[config.mk]
export PLATFORM = sky130hd
export DESIGN_NAME = lsu_top
export DESIGN_NICKNAME = d
export VERILOG_FILES = /design/src/logic/lsu_pkg.sv /design/src/logic/lsu_issue.sv /design/src/logic/lsu_apb_master.sv /design/src/logic/lsu_result.sv /design/src/logic/lsu_top.sv
export SDC_FILE = /design/constraint.sdc
export NUM_CORES = 1
export LEC_CHECK = 0
export BUFFER_PORTS_ARGS = -buffer_cell sky130_fd_sc_hd__buf_4
export CAP_MARGIN = 20
export CORE_ASPECT_RATIO = 0.9
export CORE_MARGIN = 2
export CORE_UTILIZATION = 30
export DETAILED_ROUTE_END_ITERATION = 10
export GPL_TIMING_DRIVEN = 0
export HOLD_SLACK_MARGIN = 0.15
export PLACE_DENSITY = 0.58
export SYNTH_ARGS = -nofsm -noshare
export SYNTH_HDL_FRONTEND = slang
export SYNTH_HIERARCHICAL = 1
export SYNTH_SLANG_ARGS = --single-unit
[constraint.sdc]
create_clock -name clk_i -period 4.3 [get_ports clk_i]
set_input_delay 0 -clock clk_i [delete_from_list [all_inputs] [get_ports clk_i]]
set_output_delay 0 -clock clk_i [all_outputs]
set_load 0.01 [all_outputs]
[src/logic/lsu_pkg.sv]
// Shared widths, operation codes, exception causes and structs of the load/store unit
`default_nettype none

package lsu_pkg;

  localparam int unsigned XLEN       = 32;
  localparam int unsigned BE_W       = XLEN / 8;
  localparam int unsigned TRANS_ID_W = 3;

  // Bit 3 marks a store, bit 2 zero extension, bits 1:0 the size
  typedef enum logic [3:0] {
    LB  = 4'b0000,
    LH  = 4'b0001,
    LW  = 4'b0010,
    LBU = 4'b0100,
    LHU = 4'b0101,
    SB  = 4'b1000,
    SH  = 4'b1001,
    SW  = 4'b1010
  } lsu_op_e;

  typedef enum logic [1:0] {
    SIZE_B = 2'd0,
    SIZE_H = 2'd1,
    SIZE_W = 2'd2
  } lsu_size_e;

  // Standard mcause encodings
  typedef enum logic [3:0] {
    EXC_NONE        = 4'd0,
    EXC_LD_MISALIGN = 4'd4,
    EXC_LD_ACCESS   = 4'd5,
    EXC_ST_MISALIGN = 4'd6,
    EXC_ST_ACCESS   = 4'd7
  } exc_cause_e;

  typedef struct packed {
    lsu_op_e               op;
    logic [XLEN-1:0]       base;
    logic [XLEN-1:0]       imm;
    logic [XLEN-1:0]       wdata;
    logic [TRANS_ID_W-1:0] trans_id;
  } lsu_req_t;

  typedef struct packed {
    lsu_op_e               op;
    logic [XLEN-1:0]       addr;
    logic [BE_W-1:0]       be;
    logic [XLEN-1:0]       wdata;
    logic [TRANS_ID_W-1:0] trans_id;
    logic                  misaligned;
    exc_cause_e            cause;
  } mem_req_t;

  typedef struct packed {
    lsu_op_e               op;
    logic [1:0]            addr_lo;
    logic [XLEN-1:0]       rdata;
    logic                  err;
    logic [XLEN-1:0]       addr;
    logic [TRANS_ID_W-1:0] trans_id;
  } mem_rsp_t;

  typedef struct packed {
    logic            valid;
    exc_cause_e      cause;
    logic [XLEN-1:0] tval;
  } lsu_exc_t;

  typedef struct packed {
    logic                  valid;
    logic [TRANS_ID_W-1:0] trans_id;
    logic [XLEN-1:0]       data;
    lsu_exc_t              exc;
  } lsu_result_t;

  // ------------------------------
  // Decode helpers
  // ------------------------------
  function automatic logic is_store_op(lsu_op_e op);
    return op[3];
  endfunction

  function automatic lsu_size_e size_of_op(lsu_op_e op);
    return lsu_size_e'(op[1:0]);
  endfunction

  function automatic logic [BE_W-1:0] be_of(lsu_size_e size, logic [1:0] addr_lo);
    case (size)
      SIZE_B:  return BE_W'(4'b0001) << addr_lo;
      SIZE_H:  return BE_W'(4'b0011) << addr_lo;
      default: return {BE_W{1'b1}};
    endcase
  endfunction

  // Halfwords need bit 0 clear, words both low bits clear
  function automatic logic misaligned_of(lsu_op_e op, logic [1:0] addr_lo);
    case (size_of_op(op))
      SIZE_H:  return addr_lo[0];
      SIZE_W:  return |addr_lo;
      default: return 1'b0;
    endcase
  endfunction

endpackage

`default_nettype wire

[src/logic/lsu_issue.sv]
// Issue stage of the load/store unit; forms address, byte enables and holds one request
`default_nettype none

module lsu_issue
  import lsu_pkg::*;
#(
  parameter int unsigned ADDR_W = 12
) (
  input  wire logic     clk_i,
  input  wire logic     rst_ni,
  // Issue side
  input  wire logic     req_valid_i,
  input  wire lsu_req_t req_i,
  output logic          req_ready_o,
  // Release from the result stage
  input  wire logic     done_i,
  // Toward the APB master
  output logic          mreq_valid_o,
  output mem_req_t      mreq_o
);

  // Keeps ADDR_W bits of the sum, also for ADDR_W equal to XLEN
  localparam logic [XLEN-1:0] ADDR_MASK = {XLEN{1'b1}} >> (XLEN - ADDR_W);

  logic            accept;
  logic            busy_q;
  logic            strobe_q;
  logic [XLEN-1:0] addr_sum;
  logic [XLEN-1:0] addr;
  lsu_size_e       size;
  mem_req_t        req_d;
  mem_req_t        req_q;

  // ------------------------------
  // Address generation
  // ------------------------------
  assign addr_sum = req_i.base + req_i.imm;
  assign addr     = addr_sum & ADDR_MASK;
  assign size     = size_of_op(req_i.op);

  // Byte enables, lane shift and misalignment
  always_comb begin
    req_d            = '0;
    req_d.op         = req_i.op;
    req_d.addr       = addr;
    req_d.be         = be_of(size, addr[1:0]);
    req_d.wdata      = req_i.wdata << {addr[1:0], 3'b000};
    req_d.trans_id   = req_i.trans_id;
    req_d.misaligned = misaligned_of(req_i.op, addr[1:0]);
    if (req_d.misaligned) begin
      req_d.cause = is_store_op(req_i.op) ? EXC_ST_MISALIGN : EXC_LD_MISALIGN;
    end else begin
      req_d.cause = EXC_NONE;
    end
  end

  // ------------------------------
  // Request register
  // ------------------------------
  assign accept = req_valid_i & ~busy_q;

  always_ff @(posedge clk_i or negedge rst_ni) begin
    if (!rst_ni) begin
      busy_q   <= 1'b0;
      strobe_q <= 1'b0;
    end else begin
      strobe_q <= accept;
      if (accept) begin
        busy_q <= 1'b1;
      end else if (done_i) begin
        busy_q <= 1'b0;
      end
    end
  end

  // Payload only, qualified by busy_q
  always_ff @(posedge clk_i) begin
    if (accept) begin
      req_q <= req_d;
    end
  end

  // One request in flight, so ready is simply not busy
  assign req_ready_o  = ~busy_q;
  assign mreq_valid_o = strobe_q;
  assign mreq_o       = req_q;

  // Result stage only releases a request that is actually held
  a_done_when_busy: assert property (
    @(posedge clk_i) disable iff (!rst_ni) done_i |-> busy_q
  );

endmodule

`default_nettype wire

[src/logic/lsu_apb_master.sv]
// APB master of the load/store unit; runs one transfer per request or bypasses misaligned ones
`default_nettype none

module lsu_apb_master
  import lsu_pkg::*;
#(
  parameter int unsigned ADDR_W = 12
) (
  input  wire logic              clk_i,
  input  wire logic              rst_ni,
  // Request from the issue stage, held stable until done
  input  wire logic              mreq_valid_i,
  input  wire mem_req_t          mreq_i,
  // APB
  output logic [ADDR_W-1:0]      paddr_o,
  output logic                   psel_o,
  output logic                   penable_o,
  output logic                   pwrite_o,
  output logic [XLEN-1:0]        pwdata_o,
  output logic [BE_W-1:0]        pstrb_o,
  input  wire logic [XLEN-1:0]   prdata_i,
  input  wire logic              pready_i,
  input  wire logic              pslverr_i,
  // Response toward the result stage
  output logic                   rsp_valid_o,
  output mem_rsp_t               rsp_o
);

  typedef enum logic [1:0] {
    IDLE,
    SETUP,
    ACCESS
  } state_e;

  state_e state_q;
  state_e state_d;
  logic   bypass_q;
  logic   xfer_done;

  // ------------------------------
  // Transfer FSM
  // ------------------------------
  always_comb begin
    state_d = state_q;
    case (state_q)
      IDLE: begin
        if (mreq_valid_i && !mreq_i.misaligned) begin
          state_d = SETUP;
        end
      end
      SETUP:  state_d = ACCESS;
      ACCESS: begin
        if (pready_i) begin
          state_d = IDLE;
        end
      end
      default: state_d = IDLE;
    endcase
  end

  always_ff @(posedge clk_i or negedge rst_ni) begin
    if (!rst_ni) begin
      state_q  <= IDLE;
      bypass_q <= 1'b0;
    end else begin
      state_q  <= state_d;
      // Misaligned requests never reach the bus
      bypass_q <= mreq_valid_i & mreq_i.misaligned;
    end
  end

  assign xfer_done = (state_q == ACCESS) && pready_i;

  // ------------------------------
  // APB outputs
  // ------------------------------
  assign psel_o    = (state_q != IDLE);
  assign penable_o = (state_q == ACCESS);
  assign paddr_o   = {mreq_i.addr[ADDR_W-1:2], 2'b00};
  assign pwrite_o  = is_store_op(mreq_i.op);
  assign pwdata_o  = mreq_i.wdata;
  assign pstrb_o   = pwrite_o ? mreq_i.be : '0;

  // Response on the completion edge, or one cycle after a bypassed request
  assign rsp_valid_o    = xfer_done | bypass_q;
  assign rsp_o.op       = mreq_i.op;
  assign rsp_o.addr_lo  = mreq_i.addr[1:0];
  assign rsp_o.rdata    = xfer_done ? prdata_i : '0;
  assign rsp_o.err      = xfer_done & pslverr_i;
  assign rsp_o.addr     = mreq_i.addr;
  assign rsp_o.trans_id = mreq_i.trans_id;

  // Request register upstream must hold through SETUP and wait states
  a_stable_xfer: assert property (
    @(posedge clk_i) disable iff (!rst_ni)
    psel_o && !xfer_done |=>
      $stable(paddr_o) && $stable(pwrite_o) && $stable(pwdata_o) && $stable(pstrb_o)
  );

endmodule

`default_nettype wire

[src/logic/lsu_result.sv]
// Result stage of the load/store unit; extends load data, forms exceptions, drives results
`default_nettype none

module lsu_result
  import lsu_pkg::*;
(
  input  wire logic     clk_i,
  input  wire logic     rst_ni,
  input  wire logic     rsp_valid_i,
  input  wire mem_rsp_t rsp_i,
  output lsu_result_t   load_o,
  output lsu_result_t   store_o,
  output logic          done_o
);

  logic            is_store;
  logic            misaligned;
  logic            sign_ext;
  logic [XLEN-1:0] lane;
  logic [XLEN-1:0] ext_data;
  lsu_result_t     res_d;
  lsu_result_t     res_q;
  logic            ld_valid_q;
  logic            st_valid_q;

  assign is_store   = is_store_op(rsp_i.op);
  assign misaligned = misaligned_of(rsp_i.op, rsp_i.addr_lo);
  // Bit 2 of the op selects zero extension
  assign sign_ext   = ~rsp_i.op[2];

  // ------------------------------
  // Load data extraction
  // ------------------------------
  assign lane = rsp_i.rdata >> {rsp_i.addr_lo, 3'b000};

  always_comb begin
    case (size_of_op(rsp_i.op))
      SIZE_B:  ext_data = {{(XLEN-8){sign_ext & lane[7]}}, lane[7:0]};
      SIZE_H:  ext_data = {{(XLEN-16){sign_ext & lane[15]}}, lane[15:0]};
      default: ext_data = lane;
    endcase
  end

  // Exception forming, misaligned wins over access fault
  always_comb begin
    res_d           = '0;
    res_d.valid     = 1'b1;
    res_d.trans_id  = rsp_i.trans_id;
    res_d.exc.valid = misaligned | rsp_i.err;
    if (misaligned) begin
      res_d.exc.cause = is_store ? EXC_ST_MISALIGN : EXC_LD_MISALIGN;
    end else if (rsp_i.err) begin
      res_d.exc.cause = is_store ? EXC_ST_ACCESS : EXC_LD_ACCESS;
    end
    res_d.exc.tval = res_d.exc.valid ? rsp_i.addr : '0;
    res_d.data     = (is_store || res_d.exc.valid) ? '0 : ext_data;
  end

  // ------------------------------
  // Output registers
  // ------------------------------
  always_ff @(posedge clk_i or negedge rst_ni) begin
    if (!rst_ni) begin
      ld_valid_q <= 1'b0;
      st_valid_q <= 1'b0;
    end else begin
      ld_valid_q <= rsp_valid_i & ~is_store;
      st_valid_q <= rsp_valid_i & is_store;
    end
  end

  always_ff @(posedge clk_i) begin
    if (rsp_valid_i) begin
      res_q <= res_d;
    end
  end

  // Both ports share one payload register
  always_comb begin
    load_o        = res_q;
    load_o.valid  = ld_valid_q;
    store_o       = res_q;
    store_o.valid = st_valid_q;
  end

  assign done_o = ld_valid_q | st_valid_q;

  // Each result is a single-cycle pulse
  a_one_cycle: assert property (
    @(posedge clk_i) disable iff (!rst_ni) done_o |=> !done_o
  );

endmodule

`default_nettype wire

[src/logic/lsu_top.sv]
// Top level of the load/store unit; instantiate with ADDR_W matching the APB data memory
`default_nettype none

module lsu_top
  import lsu_pkg::*;
#(
  parameter int unsigned ADDR_W = 12
) (
  input  wire logic            clk_i,
  input  wire logic            rst_ni,
  // Issue side
  input  wire logic            req_valid_i,
  input  wire lsu_req_t        req_i,
  output logic                 req_ready_o,
  // APB master
  output logic [ADDR_W-1:0]    paddr_o,
  output logic                 psel_o,
  output logic                 penable_o,
  output logic                 pwrite_o,
  output logic [XLEN-1:0]      pwdata_o,
  output logic [BE_W-1:0]      pstrb_o,
  input  wire logic [XLEN-1:0] prdata_i,
  input  wire logic            pready_i,
  input  wire logic            pslverr_i,
  // Results
  output lsu_result_t          load_o,
  output lsu_result_t          store_o
);

  logic     mreq_valid;
  mem_req_t mreq;
  logic     rsp_valid;
  mem_rsp_t rsp;
  logic     done;

  lsu_issue #(
    .ADDR_W (ADDR_W)
  ) i_issue (
    .clk_i        (clk_i),
    .rst_ni       (rst_ni),
    .req_valid_i  (req_valid_i),
    .req_i        (req_i),
    .req_ready_o  (req_ready_o),
    .done_i       (done),
    .mreq_valid_o (mreq_valid),
    .mreq_o       (mreq)
  );

  lsu_apb_master #(
    .ADDR_W (ADDR_W)
  ) i_apb_master (
    .clk_i        (clk_i),
    .rst_ni       (rst_ni),
    .mreq_valid_i (mreq_valid),
    .mreq_i       (mreq),
    .paddr_o      (paddr_o),
    .psel_o       (psel_o),
    .penable_o    (penable_o),
    .pwrite_o     (pwrite_o),
    .pwdata_o     (pwdata_o),
    .pstrb_o      (pstrb_o),
    .prdata_i     (prdata_i),
    .pready_i     (pready_i),
    .pslverr_i    (pslverr_i),
    .rsp_valid_o  (rsp_valid),
    .rsp_o        (rsp)
  );

  lsu_result i_result (
    .clk_i       (clk_i),
    .rst_ni      (rst_ni),
    .rsp_valid_i (rsp_valid),
    .rsp_i       (rsp),
    .load_o      (load_o),
    .store_o     (store_o),
    .done_o      (done)
  );

endmodule

`default_nettype wire

==> impl_metrics.tcl <==
set metrics [dict create \
    cts-buffers-inserted 17 \
    synth_cells 686 \
    io_buffers 293 \
    grt_max_degree 47 \
    synth.cell_area_sq_um 8090 \
    crit_path_end_kind "register" \
    hold_class "input pin to register" \
    power_density_nw_per_um2 425 \
    cts.sinks 134 \
    htreeDepth 4 \
    crit_fanout 10 \
    grt_pass1_wl_um 33400 \
    status "finished, final reports clean" \
    rows 57 \
    cts_buffer_depth 2 \
    crit_path_start_kind "input pin" \
    root_buffer "clkbuf_16" \
    finalCritPeriodShare_pct 76.5 \
    final-setup-viol-count 0 \
    diodes 0 \
    synthToLayoutAreaGrowth_pct 52.9 \
    clock_latency_ps 420 \
    die_w_um 177 \
    dp_cells 1356 \
    grt_pass1_vias 6227 \
    rsz0062_at_grt "false" \
    cp_slowest_cell "dlygate4sd3_1" \
    postSynthAreaPerCell_sq_um 11.8 \
    r2r_end "i_result/load_o[60]" \
    drtIter0Drc 215 \
    core_area_sq_um 26700 \
    final_net_count 1267 \
    tightestPinTransition_ps 965 \
    skew_ps 11.0 \
    start_util_pct 30.2 \
    hold_viol_final 0 \
    critPathKind "input pin to register" \
    antenna_left 0 \
    arrival_ps 3570 \
    final_common_cell "buf_4" \
    die_area_sq_um 28300 \
    drt_pre_antenna_iters 5 \
    slew_violations 0 \
    path_cells "dlygate4sd3_1 -> buf_4 -> ha_1 -> clkbuf_1 -> clkbuf_1 -> a211oi_1 -> dlygate4sd3_1 -> a21oi_1 -> dlygate4sd3_1" \
    wl_per_cell_um 14.8 \
    cts.clk_slew.worst_paths_ps 70 \
    crit_top_cell "dlygate4sd3_1" \
    drc_errors 0 \
    die_y_um 160 \
    final_cell_mix "buf_4 (476), edfxtp_1 (127), dlygate4sd3_1 (88), and2_1 (63), mux2i_1 (32)" \
    stdcell_count 1476 \
    ys_warn_count 6 \
    nFillCells 2514 \
    final_area_sq_um 12400 \
    ir_drop_mv 0.203 \
    p_leak_nw 5.61 \
    grt-ovfl-total 0 \
    post_drt_via_cell_ratio 4.13 \
    maxCapViolations 0 \
    max_slew_margin_pct 35.5 \
    slowest_delay_ps 610 \
    drive_gt1_share_pct 52.1 \
    cts_tree "built" \
    min_to "i_issue/mreq_o[50]" \
    min_path_cells 3 \
    routed_wl_um 21800 \
    gp_congestion 0.877 \
    grt_antenna_before_repair 0 \
    io_pins 338 \
    min_from "req_i[41]" \
    fmax_mhz 304 \
    r2r_slack_ps 2030 \
    rr_worst_depth 7 \
    num_vias 6098 \
    r2r-start "i_apb_master/state_q[1]" \
    postPlaceCellArea_sq_um 10900 \
    min_period_ps 3290 \
    cp.required_ps 4590 \
    hpwlAfterDp_um 15900 \
    grtUsageTotal_pct 15.3 \
]
-- flip-flops by register name (all words and copies together), names as in the netlist --
register               flops
i_apb_master/bypass_q      1
i_apb_master/state_q       2
i_issue/busy_q             1
i_issue/mreq_o            56
i_issue/mreq_valid_o       1
i_result/ld_valid_q        1
i_result/load_o           71
i_result/st_valid_q        1
-- worst max path at each step --
stage | startpoint | to | slack [ps]
after floorplan | i_issue/busy_q | i_issue/mreq_o[10] | 900
after global placement | i_issue/busy_q | i_issue/mreq_o[52] | -670
after detailed placement | i_apb_master/state_q[1] | i_result/load_o[59] | 2030
after CTS | req_i[67] | i_issue/mreq_o[38] | 1170
after global routing | req_i[67] | i_issue/mreq_o[38] | 940
final | req_i[67] | i_issue/mreq_o[38] | 1010
-- worst max-delay path: cells and delay by family --
kind	cells	cell delay [ps]
fa+ha+maj	1	350
compound gates	2	310
buf+inv	6	2910
-- per-layer routing --
metal	routed length, um	GRT usage (%)	vias up
li1	-	-	3026
met1	8880	18.1	2847
met2	11100	27.1	216
met3	1660	4.62	9
met4	151	3.23	0
met5	0	0	-
-- power by group --
group	internal, W	total (W)	switching (W)
logic	0.00100	0.00183	0.000827
clock network	0.000927	0.00156	0.000632
registers	0.00176	0.00187	0.000116
total	0.00368	0.00526	0.00158
-- final cells by class --
type / count / area, sq um / share of cell area (%)
tap: 354 / 443 / 3.58
clock inverter: 15 / 190 / 1.54
inverter: 10 / 37.5 / 0.304
sequential: 134 / 3990 / 32.3
clock buffer: 17 / 425 / 3.44
buffer: 205 / 1510 / 12.2
multi-input combinational: 358 / 2640 / 21.4
timing repair buffer: 383 / 3130 / 25.3
-- per-stage QoR --
| step | hold slack, ps | setup slack (ps) | setup TNS [ps] | util (%) | total power, W |
|---|---|---|---|---|---|
| after floorplan | -296 | 902 | 0 | - | 0.00287 |
| after global placement | -183 | -675 | -38730 | 40.4 | 0.00364 |
| after detailed placement | -183 | 2030 | 0 | 40.6 | 0.00366 |
| after CTS | 158 | 1170 | 0 | 46.2 | 0.00534 |
| after global routing | 193 | 936 | 0 | 46.2 | 0.00554 |
| final | 173 | 1010 | 0 | 46.2 | 0.00526 |
-- what timing repair did --
| item | 4_1_cts | 5_1_grt |
|---|---|---|
| hold buffers | 88 | 0 |
| endpoints found under the hold margin | 77 | 0 |
| setup buffers | 0 | 0 |
| resized for setup | 0 | 0 |
Note: power is estimated with default switching activity, not from simulation.
